## src/spec_defines.svh

```systemverilog
`ifndef SPEC_DEFINES_SVH
`define SPEC_DEFINES_SVH

// Width of each signed sample part.
`define SPEC_SAMPLE_W 8

// Bins per frame, a power of two and at least 8.
`define SPEC_VECTOR_LEN 16

// Width of the integration length.
`define SPEC_FRAME_CNT_W 8

// Running sum width.
// Sized so that 255 frames of full-scale power cannot wrap.
`define SPEC_ACC_W 32

`endif
```

## src/spec_pkg.sv

```systemverilog
`include "spec_defines.svh"

package spec_pkg;

    // One signed part of a complex sample.
    typedef logic signed [`SPEC_SAMPLE_W-1:0] sample_t;

    // re^2 + im^2 needs one bit more than a single square.
    typedef logic [2*`SPEC_SAMPLE_W:0] power_t;

    // Per-bin running sum.
    typedef logic [`SPEC_ACC_W-1:0] acc_t;

    // Bin index within a frame.
    typedef logic [$clog2(`SPEC_VECTOR_LEN)-1:0] bin_t;

    // Frames per integration.
    typedef logic [`SPEC_FRAME_CNT_W-1:0] frame_cnt_t;

endpackage

```

## src/spec_integrator.sv

```systemverilog
`timescale 1ns/1ps

module spec_integrator (
    input  logic                 clk,
    input  logic                 arst_n,
    input  logic                 start,
    input  spec_pkg::frame_cnt_t acc_len,
    input  spec_pkg::sample_t    sample_re,
    input  spec_pkg::sample_t    sample_im,
    input  logic                 sample_valid,
    input  logic                 rd_en,
    input  spec_pkg::bin_t       rd_addr,
    output spec_pkg::acc_t       rd_data,
    output logic                 rd_valid,
    output logic                 spec_ready
);

    spec_pkg::bin_t   trk_bin;
    logic             trk_first;
    logic             trk_last;
    spec_pkg::power_t pwr;
    logic             pwr_valid;
    spec_pkg::bin_t   pwr_bin;
    logic             pwr_first;
    logic             pwr_last;
    spec_pkg::acc_t   sum;
    spec_pkg::bin_t   sum_bin;
    logic             sum_valid;

    frame_tracker frame_tracker_inst (
        .clk         (clk),
        .arst_n      (arst_n),
        .start       (start),
        .acc_len     (acc_len),
        .sample_valid(sample_valid),
        .bin         (trk_bin),
        .first_frame (trk_first),
        .last_frame  (trk_last)
    );

    power_calc power_calc_inst (
        .clk         (clk),
        .arst_n      (arst_n),
        .sample_re   (sample_re),
        .sample_im   (sample_im),
        .sample_valid(sample_valid),
        .bin_in      (trk_bin),
        .first_in    (trk_first),
        .last_in     (trk_last),
        .pwr         (pwr),
        .pwr_valid   (pwr_valid),
        .bin         (pwr_bin),
        .first_frame (pwr_first),
        .last_frame  (pwr_last)
    );

    vector_acc vector_acc_inst (
        .clk        (clk),
        .arst_n     (arst_n),
        .pwr        (pwr),
        .pwr_valid  (pwr_valid),
        .bin        (pwr_bin),
        .first_frame(pwr_first),
        .last_frame (pwr_last),
        .sum        (sum),
        .sum_bin    (sum_bin),
        .sum_valid  (sum_valid)
    );

    spectrum_buffer spectrum_buffer_inst (
        .clk       (clk),
        .arst_n    (arst_n),
        .sum       (sum),
        .sum_bin   (sum_bin),
        .sum_valid (sum_valid),
        .rd_en     (rd_en),
        .rd_addr   (rd_addr),
        .rd_data   (rd_data),
        .rd_valid  (rd_valid),
        .spec_ready(spec_ready)
    );

endmodule

```

## src/spectrum_buffer.sv

```systemverilog
`timescale 1ns/1ps
`include "spec_defines.svh"

module spectrum_buffer (
    input  logic           clk,
    input  logic           arst_n,
    input  spec_pkg::acc_t sum,
    input  spec_pkg::bin_t sum_bin,
    input  logic           sum_valid,
    input  logic           rd_en,
    input  spec_pkg::bin_t rd_addr,
    output spec_pkg::acc_t rd_data,
    output logic           rd_valid,
    output logic           spec_ready
);

    localparam spec_pkg::bin_t LAST_BIN = spec_pkg::bin_t'(`SPEC_VECTOR_LEN - 1);

    logic fill_bank;
    logic last_write;

    assign last_write = sum_valid && (sum_bin == LAST_BIN);

    // Bank bit is the top address bit.
    sdp_ram #(
        .word_t(spec_pkg::acc_t),
        .DEPTH (2 * `SPEC_VECTOR_LEN)
    ) spec_ram_inst (
        .clk    (clk),
        .wr_en  (sum_valid),
        .wr_addr({fill_bank, sum_bin}),
        .wr_data(sum),
        .rd_en  (rd_en),
        .rd_addr({~fill_bank, rd_addr}), // Host sees the completed bank.
        .rd_data(rd_data)
    );

    always_ff @(posedge clk or negedge arst_n) begin
        if (!arst_n) begin
            fill_bank  <= 1'b1; // Read bank is 0 after reset.
            spec_ready <= 1'b0;
            rd_valid   <= 1'b0;
        end else begin
            spec_ready <= last_write;
            rd_valid   <= rd_en;
            if (last_write) begin
                fill_bank <= ~fill_bank;
            end
        end
    end

endmodule

```

## src/vector_acc.sv

```systemverilog
`timescale 1ns/1ps
`include "spec_defines.svh"

module vector_acc (
    input  logic             clk,
    input  logic             arst_n,
    input  spec_pkg::power_t pwr,
    input  logic             pwr_valid,
    input  spec_pkg::bin_t   bin,
    input  logic             first_frame,
    input  logic             last_frame,
    output spec_pkg::acc_t   sum,
    output spec_pkg::bin_t   sum_bin,
    output logic             sum_valid
);

    // Stage 1 waits on the RAM read, stage 2 holds the stored word.
    logic             valid_s1;
    logic             valid_s2;
    spec_pkg::bin_t   bin_s1;
    spec_pkg::bin_t   bin_s2;
    logic             first_s1;
    logic             first_s2;
    logic             last_s1;
    logic             last_s2;
    spec_pkg::power_t pwr_s1;
    spec_pkg::power_t pwr_s2;
    spec_pkg::acc_t   ram_q;
    spec_pkg::acc_t   stored;
    spec_pkg::acc_t   new_sum;

    sdp_ram #(
        .word_t(spec_pkg::acc_t),
        .DEPTH (`SPEC_VECTOR_LEN)
    ) acc_ram_inst (
        .clk    (clk),
        .wr_en  (valid_s2),
        .wr_addr(bin_s2),
        .wr_data(new_sum),
        .rd_en  (pwr_valid),
        .rd_addr(bin),
        .rd_data(ram_q)
    );

    // First frame of an integration starts from zero.
    assign new_sum = (first_s2 ? '0 : stored) + spec_pkg::acc_t'(pwr_s2);

    always_ff @(posedge clk or negedge arst_n) begin
        if (!arst_n) begin
            valid_s1  <= 1'b0;
            valid_s2  <= 1'b0;
            sum_valid <= 1'b0;
        end else begin
            valid_s1  <= pwr_valid;
            valid_s2  <= valid_s1;
            sum_valid <= valid_s2 && last_s2; // Only finished sums leave.
        end
    end

    always_ff @(posedge clk) begin
        bin_s1   <= bin;
        first_s1 <= first_frame;
        last_s1  <= last_frame;
        pwr_s1   <= pwr;
        bin_s2   <= bin_s1;
        first_s2 <= first_s1;
        last_s2  <= last_s1;
        pwr_s2   <= pwr_s1;
        stored   <= ram_q;
        sum      <= new_sum;
        sum_bin  <= bin_s2;
    end

endmodule

```

## src/power_calc.sv

```systemverilog
`timescale 1ns/1ps

module power_calc (
    input  logic              clk,
    input  logic              arst_n,
    input  spec_pkg::sample_t sample_re,
    input  spec_pkg::sample_t sample_im,
    input  logic              sample_valid,
    input  spec_pkg::bin_t    bin_in,
    input  logic              first_in,
    input  logic              last_in,
    output spec_pkg::power_t  pwr,
    output logic              pwr_valid,
    output spec_pkg::bin_t    bin,
    output logic              first_frame,
    output logic              last_frame
);

    logic                                 valid_s1;
    logic signed [2*$bits(spec_pkg::sample_t)-1:0] re_sq;
    logic signed [2*$bits(spec_pkg::sample_t)-1:0] im_sq;
    spec_pkg::bin_t                       bin_s1;
    logic                                 first_s1;
    logic                                 last_s1;

    always_ff @(posedge clk or negedge arst_n) begin
        if (!arst_n) begin
            valid_s1  <= 1'b0;
            pwr_valid <= 1'b0;
        end else begin
            valid_s1  <= sample_valid;
            pwr_valid <= valid_s1;
        end
    end

    always_ff @(posedge clk) begin
        re_sq       <= sample_re * sample_re; // Stage one.
        im_sq       <= sample_im * sample_im;
        bin_s1      <= bin_in;
        first_s1    <= first_in;
        last_s1     <= last_in;
        pwr         <= {1'b0, re_sq} + {1'b0, im_sq}; // Stage two.
        bin         <= bin_s1;
        first_frame <= first_s1;
        last_frame  <= last_s1;
    end

endmodule

```

## src/frame_tracker.sv

```systemverilog
`timescale 1ns/1ps
`include "spec_defines.svh"

module frame_tracker (
    input  logic                   clk,
    input  logic                   arst_n,
    input  logic                   start,
    input  spec_pkg::frame_cnt_t   acc_len,
    input  logic                   sample_valid,
    output spec_pkg::bin_t         bin,
    output logic                   first_frame,
    output logic                   last_frame
);

    localparam spec_pkg::bin_t LAST_BIN = spec_pkg::bin_t'(`SPEC_VECTOR_LEN - 1);

    logic                 armed;
    spec_pkg::bin_t       bin_cnt;
    spec_pkg::frame_cnt_t frame_cnt;
    spec_pkg::frame_cnt_t last_idx;

    assign last_idx = acc_len - spec_pkg::frame_cnt_t'(1);

    // Flags describe the sample presented this cycle.
    assign bin         = bin_cnt;
    assign first_frame = armed && (frame_cnt == '0);
    assign last_frame  = armed && (frame_cnt == last_idx);

    always_ff @(posedge clk or negedge arst_n) begin
        if (!arst_n) begin
            armed     <= 1'b0;
            bin_cnt   <= '0;
            frame_cnt <= '0;
        end else if (start) begin
            armed     <= 1'b1; // Next sample is bin 0 of frame 0.
            bin_cnt   <= '0;
            frame_cnt <= '0;
        end else if (sample_valid) begin
            bin_cnt <= bin_cnt + 1'b1; // Wraps at VECTOR_LEN.
            if (bin_cnt == LAST_BIN) begin
                if (last_frame) begin
                    armed     <= 1'b0; // Integration complete.
                    frame_cnt <= '0;
                end else if (armed) begin
                    frame_cnt <= frame_cnt + 1'b1;
                end
            end
        end
    end

endmodule

```

## src/sdp_ram.sv

```systemverilog
`timescale 1ns/1ps

module sdp_ram #(
    parameter type word_t = logic [31:0],
    parameter int  DEPTH  = 16
) (
    input  logic                     clk,
    input  logic                     wr_en,
    input  logic [$clog2(DEPTH)-1:0] wr_addr,
    input  word_t                    wr_data,
    input  logic                     rd_en,
    input  logic [$clog2(DEPTH)-1:0] rd_addr,
    output word_t                    rd_data
);

    word_t mem [DEPTH];

    always_ff @(posedge clk) begin
        if (wr_en) begin
            mem[wr_addr] <= wr_data;
        end
    end

    // Registered read, holds its word while rd_en is low.
    always_ff @(posedge clk) begin
        if (rd_en) begin
            rd_data <= mem[rd_addr];
        end
    end

endmodule

```

## config.mk

```make
export PLATFORM = sky130hd
export DESIGN_NAME = spec_integrator
export DESIGN_NICKNAME = d
export VERILOG_FILES = /design/src/spec_pkg.sv /design/src/spec_integrator.sv /design/src/spectrum_buffer.sv /design/src/vector_acc.sv /design/src/power_calc.sv /design/src/frame_tracker.sv /design/src/sdp_ram.sv
export VERILOG_INCLUDE_DIRS = /design/src /design/src/src
export SDC_FILE = /design/constraint.sdc
export NUM_CORES = 2
export LEC_CHECK = 0
export BUFFER_PORTS_ARGS = -buffer_cell sky130_fd_sc_hd__clkbuf_2
export CAP_MARGIN = 20
export CORE_MARGIN = 3
export CORE_UTILIZATION = 30
export DETAILED_ROUTE_END_ITERATION = 6
export PLACE_DENSITY = 0.5
export RECOVER_POWER = 25
export SYNTH_ARGS = -nofsm -noshare
export SYNTH_HDL_FRONTEND = slang
export SYNTH_HIERARCHICAL = 1
export SYNTH_SLANG_ARGS = --single-unit
export TNS_END_PERCENT = 1
```

## constraint.sdc

```tcl
create_clock -name clk -period 5.9 [get_ports clk]
set_clock_uncertainty 0.1 [all_clocks]
set_input_delay 0.885 -clock clk [delete_from_list [all_inputs] [get_ports clk]]
set_output_delay 0.885 -clock clk [all_outputs]
set_load 0.02 [all_outputs]
```

==> results_dict.tcl <==
set metrics [dict create \
    htree_levels 4 \
    path_clk_slew_ns 0.06 \
    synthXorXnorAreaFrac_pct 0.948 \
    timing_hold_violations_final 0 \
    synth.avg_cell_area_um2 17.2 \
    p_total_mw 30.7 \
    syn_nets 4384 \
    via_per_inst 4.79 \
    timing.rr.start "vector_acc_inst/first_s2$_DFF_P_" \
    cts.repair.resized 0 \
    dieHeight_um 496 \
    cp_max_fo 6 \
    synth-edff-count 1600 \
    core-area_um2 238000 \
    fin_ws_ns 1.43 \
    ant_nets 0 \
    buffer_ports.inserted 66 \
    p_int_mw 23.0 \
    arrival_ns 5.12 \
    p_per_area_nw_per_um2 372 \
    power_frac_comb_pct 13.0 \
    wl_um 181000 \
    synth_top_family_by_area "multiplexers" \
    crit_path_start "sample_im[6]" \
    muxShareOfSynthArea_pct 11.2 \
    nets 4589 \
    p_switching_mw 7.70 \
    layout_min_cycle_time_ns 4.47 \
    yosys_most_used_dff "edfxtp_1" \
    ys_ff_latch 1794 \
    grt_max_degree 129 \
    reg2reg_depth 10 \
    peakVddDrop_mv 0.284 \
    synth_top_area_share_pct 66.8 \
    post-route-drc-count 0 \
    wire_per_inst_um 23.5 \
    cts_made_buffers 186 \
    async_reset_ff_share_pct 1.17 \
    yosys-top-cells-count "edfxtp_1 (1600), mux2i_1 (514), nand2_1 (197)" \
    syn_to_final_growth_pct 15.0 \
    syn_area_um2 71900 \
    cts_sinks 1794 \
    postPlaceCellArea_um2 76600 \
    synth_cell_types 92 \
    violations "max-capacitance violations, max-slew violations" \
    layout-drive-gt1-share_pct 14.8 \
    firstDrtPassIters 7 \
    report.final.slew_viol_count 155 \
    busiest_layer "met2" \
    synth.area.top_cells "edfxtp_1 (67%), mux2i_1 (7.2%), dfxtp_1 (4.8%)" \
    gp_congestion 0.751 \
    reg2reg_to "vector_acc_inst/acc_ram_inst/mem[4][24]$_DFFE_PP_" \
    antenna_found_initial 10 \
    status "complete, but fails checks" \
    die_x_um 496 \
    holdBufCountCts 0 \
    synth-adder-area-share_pct 4.09 \
    final_area_um2 82700 \
    post-dp-hpwl_um 101000 \
    fill_cells 22400 \
    grtUsageMet3_pct 2.16 \
    fmax_mhz 223 \
    rows 179 \
    yosys_warnings 6 \
    clk_path_buf_depth 3 \
    drt-initial-drc-count 2897 \
    die_area_um2 246000 \
    start_kind "primary input" \
    grt_pass1_vias 38100 \
    synthSimpleGateAreaFrac_pct 4.28 \
    pwr-share-clk_pct 37.1 \
    slew_headroom_pct -136 \
    globalRouteOverflowTotal 0 \
    setup_viol 0 \
    fin_setup_tns_ns 0 \
    maxCapViolCount 5 \
    hp-start "power_calc_inst/bin_s1[0]$_DFF_P_" \
    dr_total_vias 36900 \
    ioPinCount 67 \
    cts_root_buf "clkbuf_16" \
    critPathKind "in2reg" \
    yosysTopAreaCell "edfxtp_1" \
    ys_seq_area_share_pct 72.4 \
    finalCritPeriodShare_pct 75.8 \
    rsz0062_at_grt "no" \
    leakage_nw 28.6 \
    synth_most_common_cell "edfxtp_1" \
    dp_slack_ns 0.608 \
    reg2reg_slack_ns 1.91 \
    use_met2_pct 25.0 \
    seqPwrFrac_pct 49.9 \
    tightest_slew_ns 3.54 \
    swShare_pct 25.1 \
    critPathCapture "power_calc_inst/im_sq[14]$_DFF_P_" \
    synth_cells 4171 \
    grt_usage_pct 14.7 \
    cts_setup_buffers 0 \
    synth_compound_area_share_pct 4.77 \
    holdCritPathClass "reg2reg" \
    grt_pass1_wl_um 265000 \
    clock_latency_ns 0.82 \
    end_kind "register" \
    required_ns 6.55 \
    cts_tree "yes" \
    start_util_pct 30.2 \
    grtUsageMet1_pct 19.6 \
]
==> power groups by stage <==
stage / sequential [mW] / clock (mW) / combinational, mW
after floorplan: 15.6 / 0 / 2.71
after global placement: 15.9 / 0 / 3.65
after detailed placement: 15.9 / 0 / 3.73
after CTS: 15.6 / 11.7 / 3.76
after global routing: 15.4 / 12.2 / 4.50
final: 15.3 / 11.4 / 3.98
==> critical path, stage by stage <==
cell and delay (ns):
clkbuf_2 0.15, inv_1 0.13, nor2_1 0.22, inv_1 0.09, fa_1 0.51, inv_1 0.06
fa_1 0.50, fa_1 0.54, inv_1 0.05, fa_1 0.53, inv_1 0.05, ha_1 0.31
o21ai_1 0.11, a21oi_1 0.08, o41a_1 0.37, or4_1 0.43, nand3_1 0.10
==> logic make-up (layout without fill, tap and decap cells) <==
logic type / Yosys count / count (layout)
other cells: 0 / 1
xor+xnor: 77 / 77
buf+inv: 356 / 721
mux: 642 / 642
fa+ha+maj: 180 / 180
flops: 1794 / 1794
simple gates: 628 / 628
compound gates: 494 / 494
==> stage by stage <==
step,cells,hold slack [ns],util [%]
after floorplan,4171,0.210,-
after global placement,7331,0.211,32.2
after detailed placement,7333,0.212,32.2
after CTS,7681,0.0674,34.7
after global routing,7704,0.204,34.7
final,7704,0.223,34.7
==> sequential cells by signal, summed over array words and instances (netlist names), 32 cells and up <==
| name | count |
|---|---|
| vector_acc_inst/acc_ram_inst/rd_data | 32 |
| spectrum_buffer_inst/spec_ram_inst/rd_data | 32 |
| vector_acc_inst/acc_ram_inst/mem | 512 |
| vector_acc_inst/stored | 32 |
| spectrum_buffer_inst/spec_ram_inst/mem | 1024 |
| vector_acc_inst/sum | 32 |
==> worst min path at each step <==
stage / to / slack, ns / cells after the start
2_1_floorplan: power_calc_inst/bin[0]$_DFF_P_ / 0.21 / 0
3_3_place_gp: vector_acc_inst/pwr_s1[7]$_DFF_P_ / 0.21 / 0
3_5_place_dp: vector_acc_inst/pwr_s2[14]$_DFF_P_ / 0.21 / 0
4_1_cts: spectrum_buffer_inst/spec_ready$_DFF_PN0_ / 0.07 / 1
5_1_grt: power_calc_inst/valid_s1$_DFF_PN0_ / 0.20 / 1
6_report: power_calc_inst/bin[0]$_DFF_P_ / 0.22 / 0
==> layout by cell type (no fill, tap or decap), drive strengths merged, types with 7 or more instances in the layout <==
cell    Yosys  final
nand3b      7      7
nand2     197    197
bufinv      0      8
a21oi     142    142
xor2       20     20
or2         7      7
a31oi      37     37
nor3       45     45
o21ai      29     29
fa         92     92
nor2b      39     39
a21o        7      7
xnor2      57     57
a211oi      7      7
nand2b     22     22
ha         88     88
inv       170    180
clkbuf     76    359
mux4      128    128
nor2      102    102
nand4      16     16
a22oi     161    161
dfrtp      20     20
and2       35     35
dfxtp     173    173
a22o       64     64
clkinv      1     52
nand3     121    121
buf       109    119
mux2i     514    514
o21a        7      7
edfxtp   1600   1600
and3        8      8
==> layout make-up <==
| class | count | area (µm²) | share of cell area [%] |
|---|---|---|---|
| diodes | 1 | 2.50 | 0.00303 |
| repair buffers | 202 | 1480 | 1.79 |
| flip-flops and latches | 1794 | 52000 | 62.9 |
| multi-input cells | 2021 | 18600 | 22.5 |
| clock buffers | 276 | 5230 | 6.33 |
| inverters | 171 | 642 | 0.776 |
| clock inverters | 72 | 732 | 0.885 |
| well taps | 3167 | 3960 | 4.79 |
==> layer usage <==
layer / part of all wire [%] / wire (µm)
met1: 44 / 79700
met2: 50 / 89900
met3: 4.2 / 7610
met4: 2.3 / 4120
met5: 0.011 / 20
Note: power is estimated with default switching activity, not from simulation.
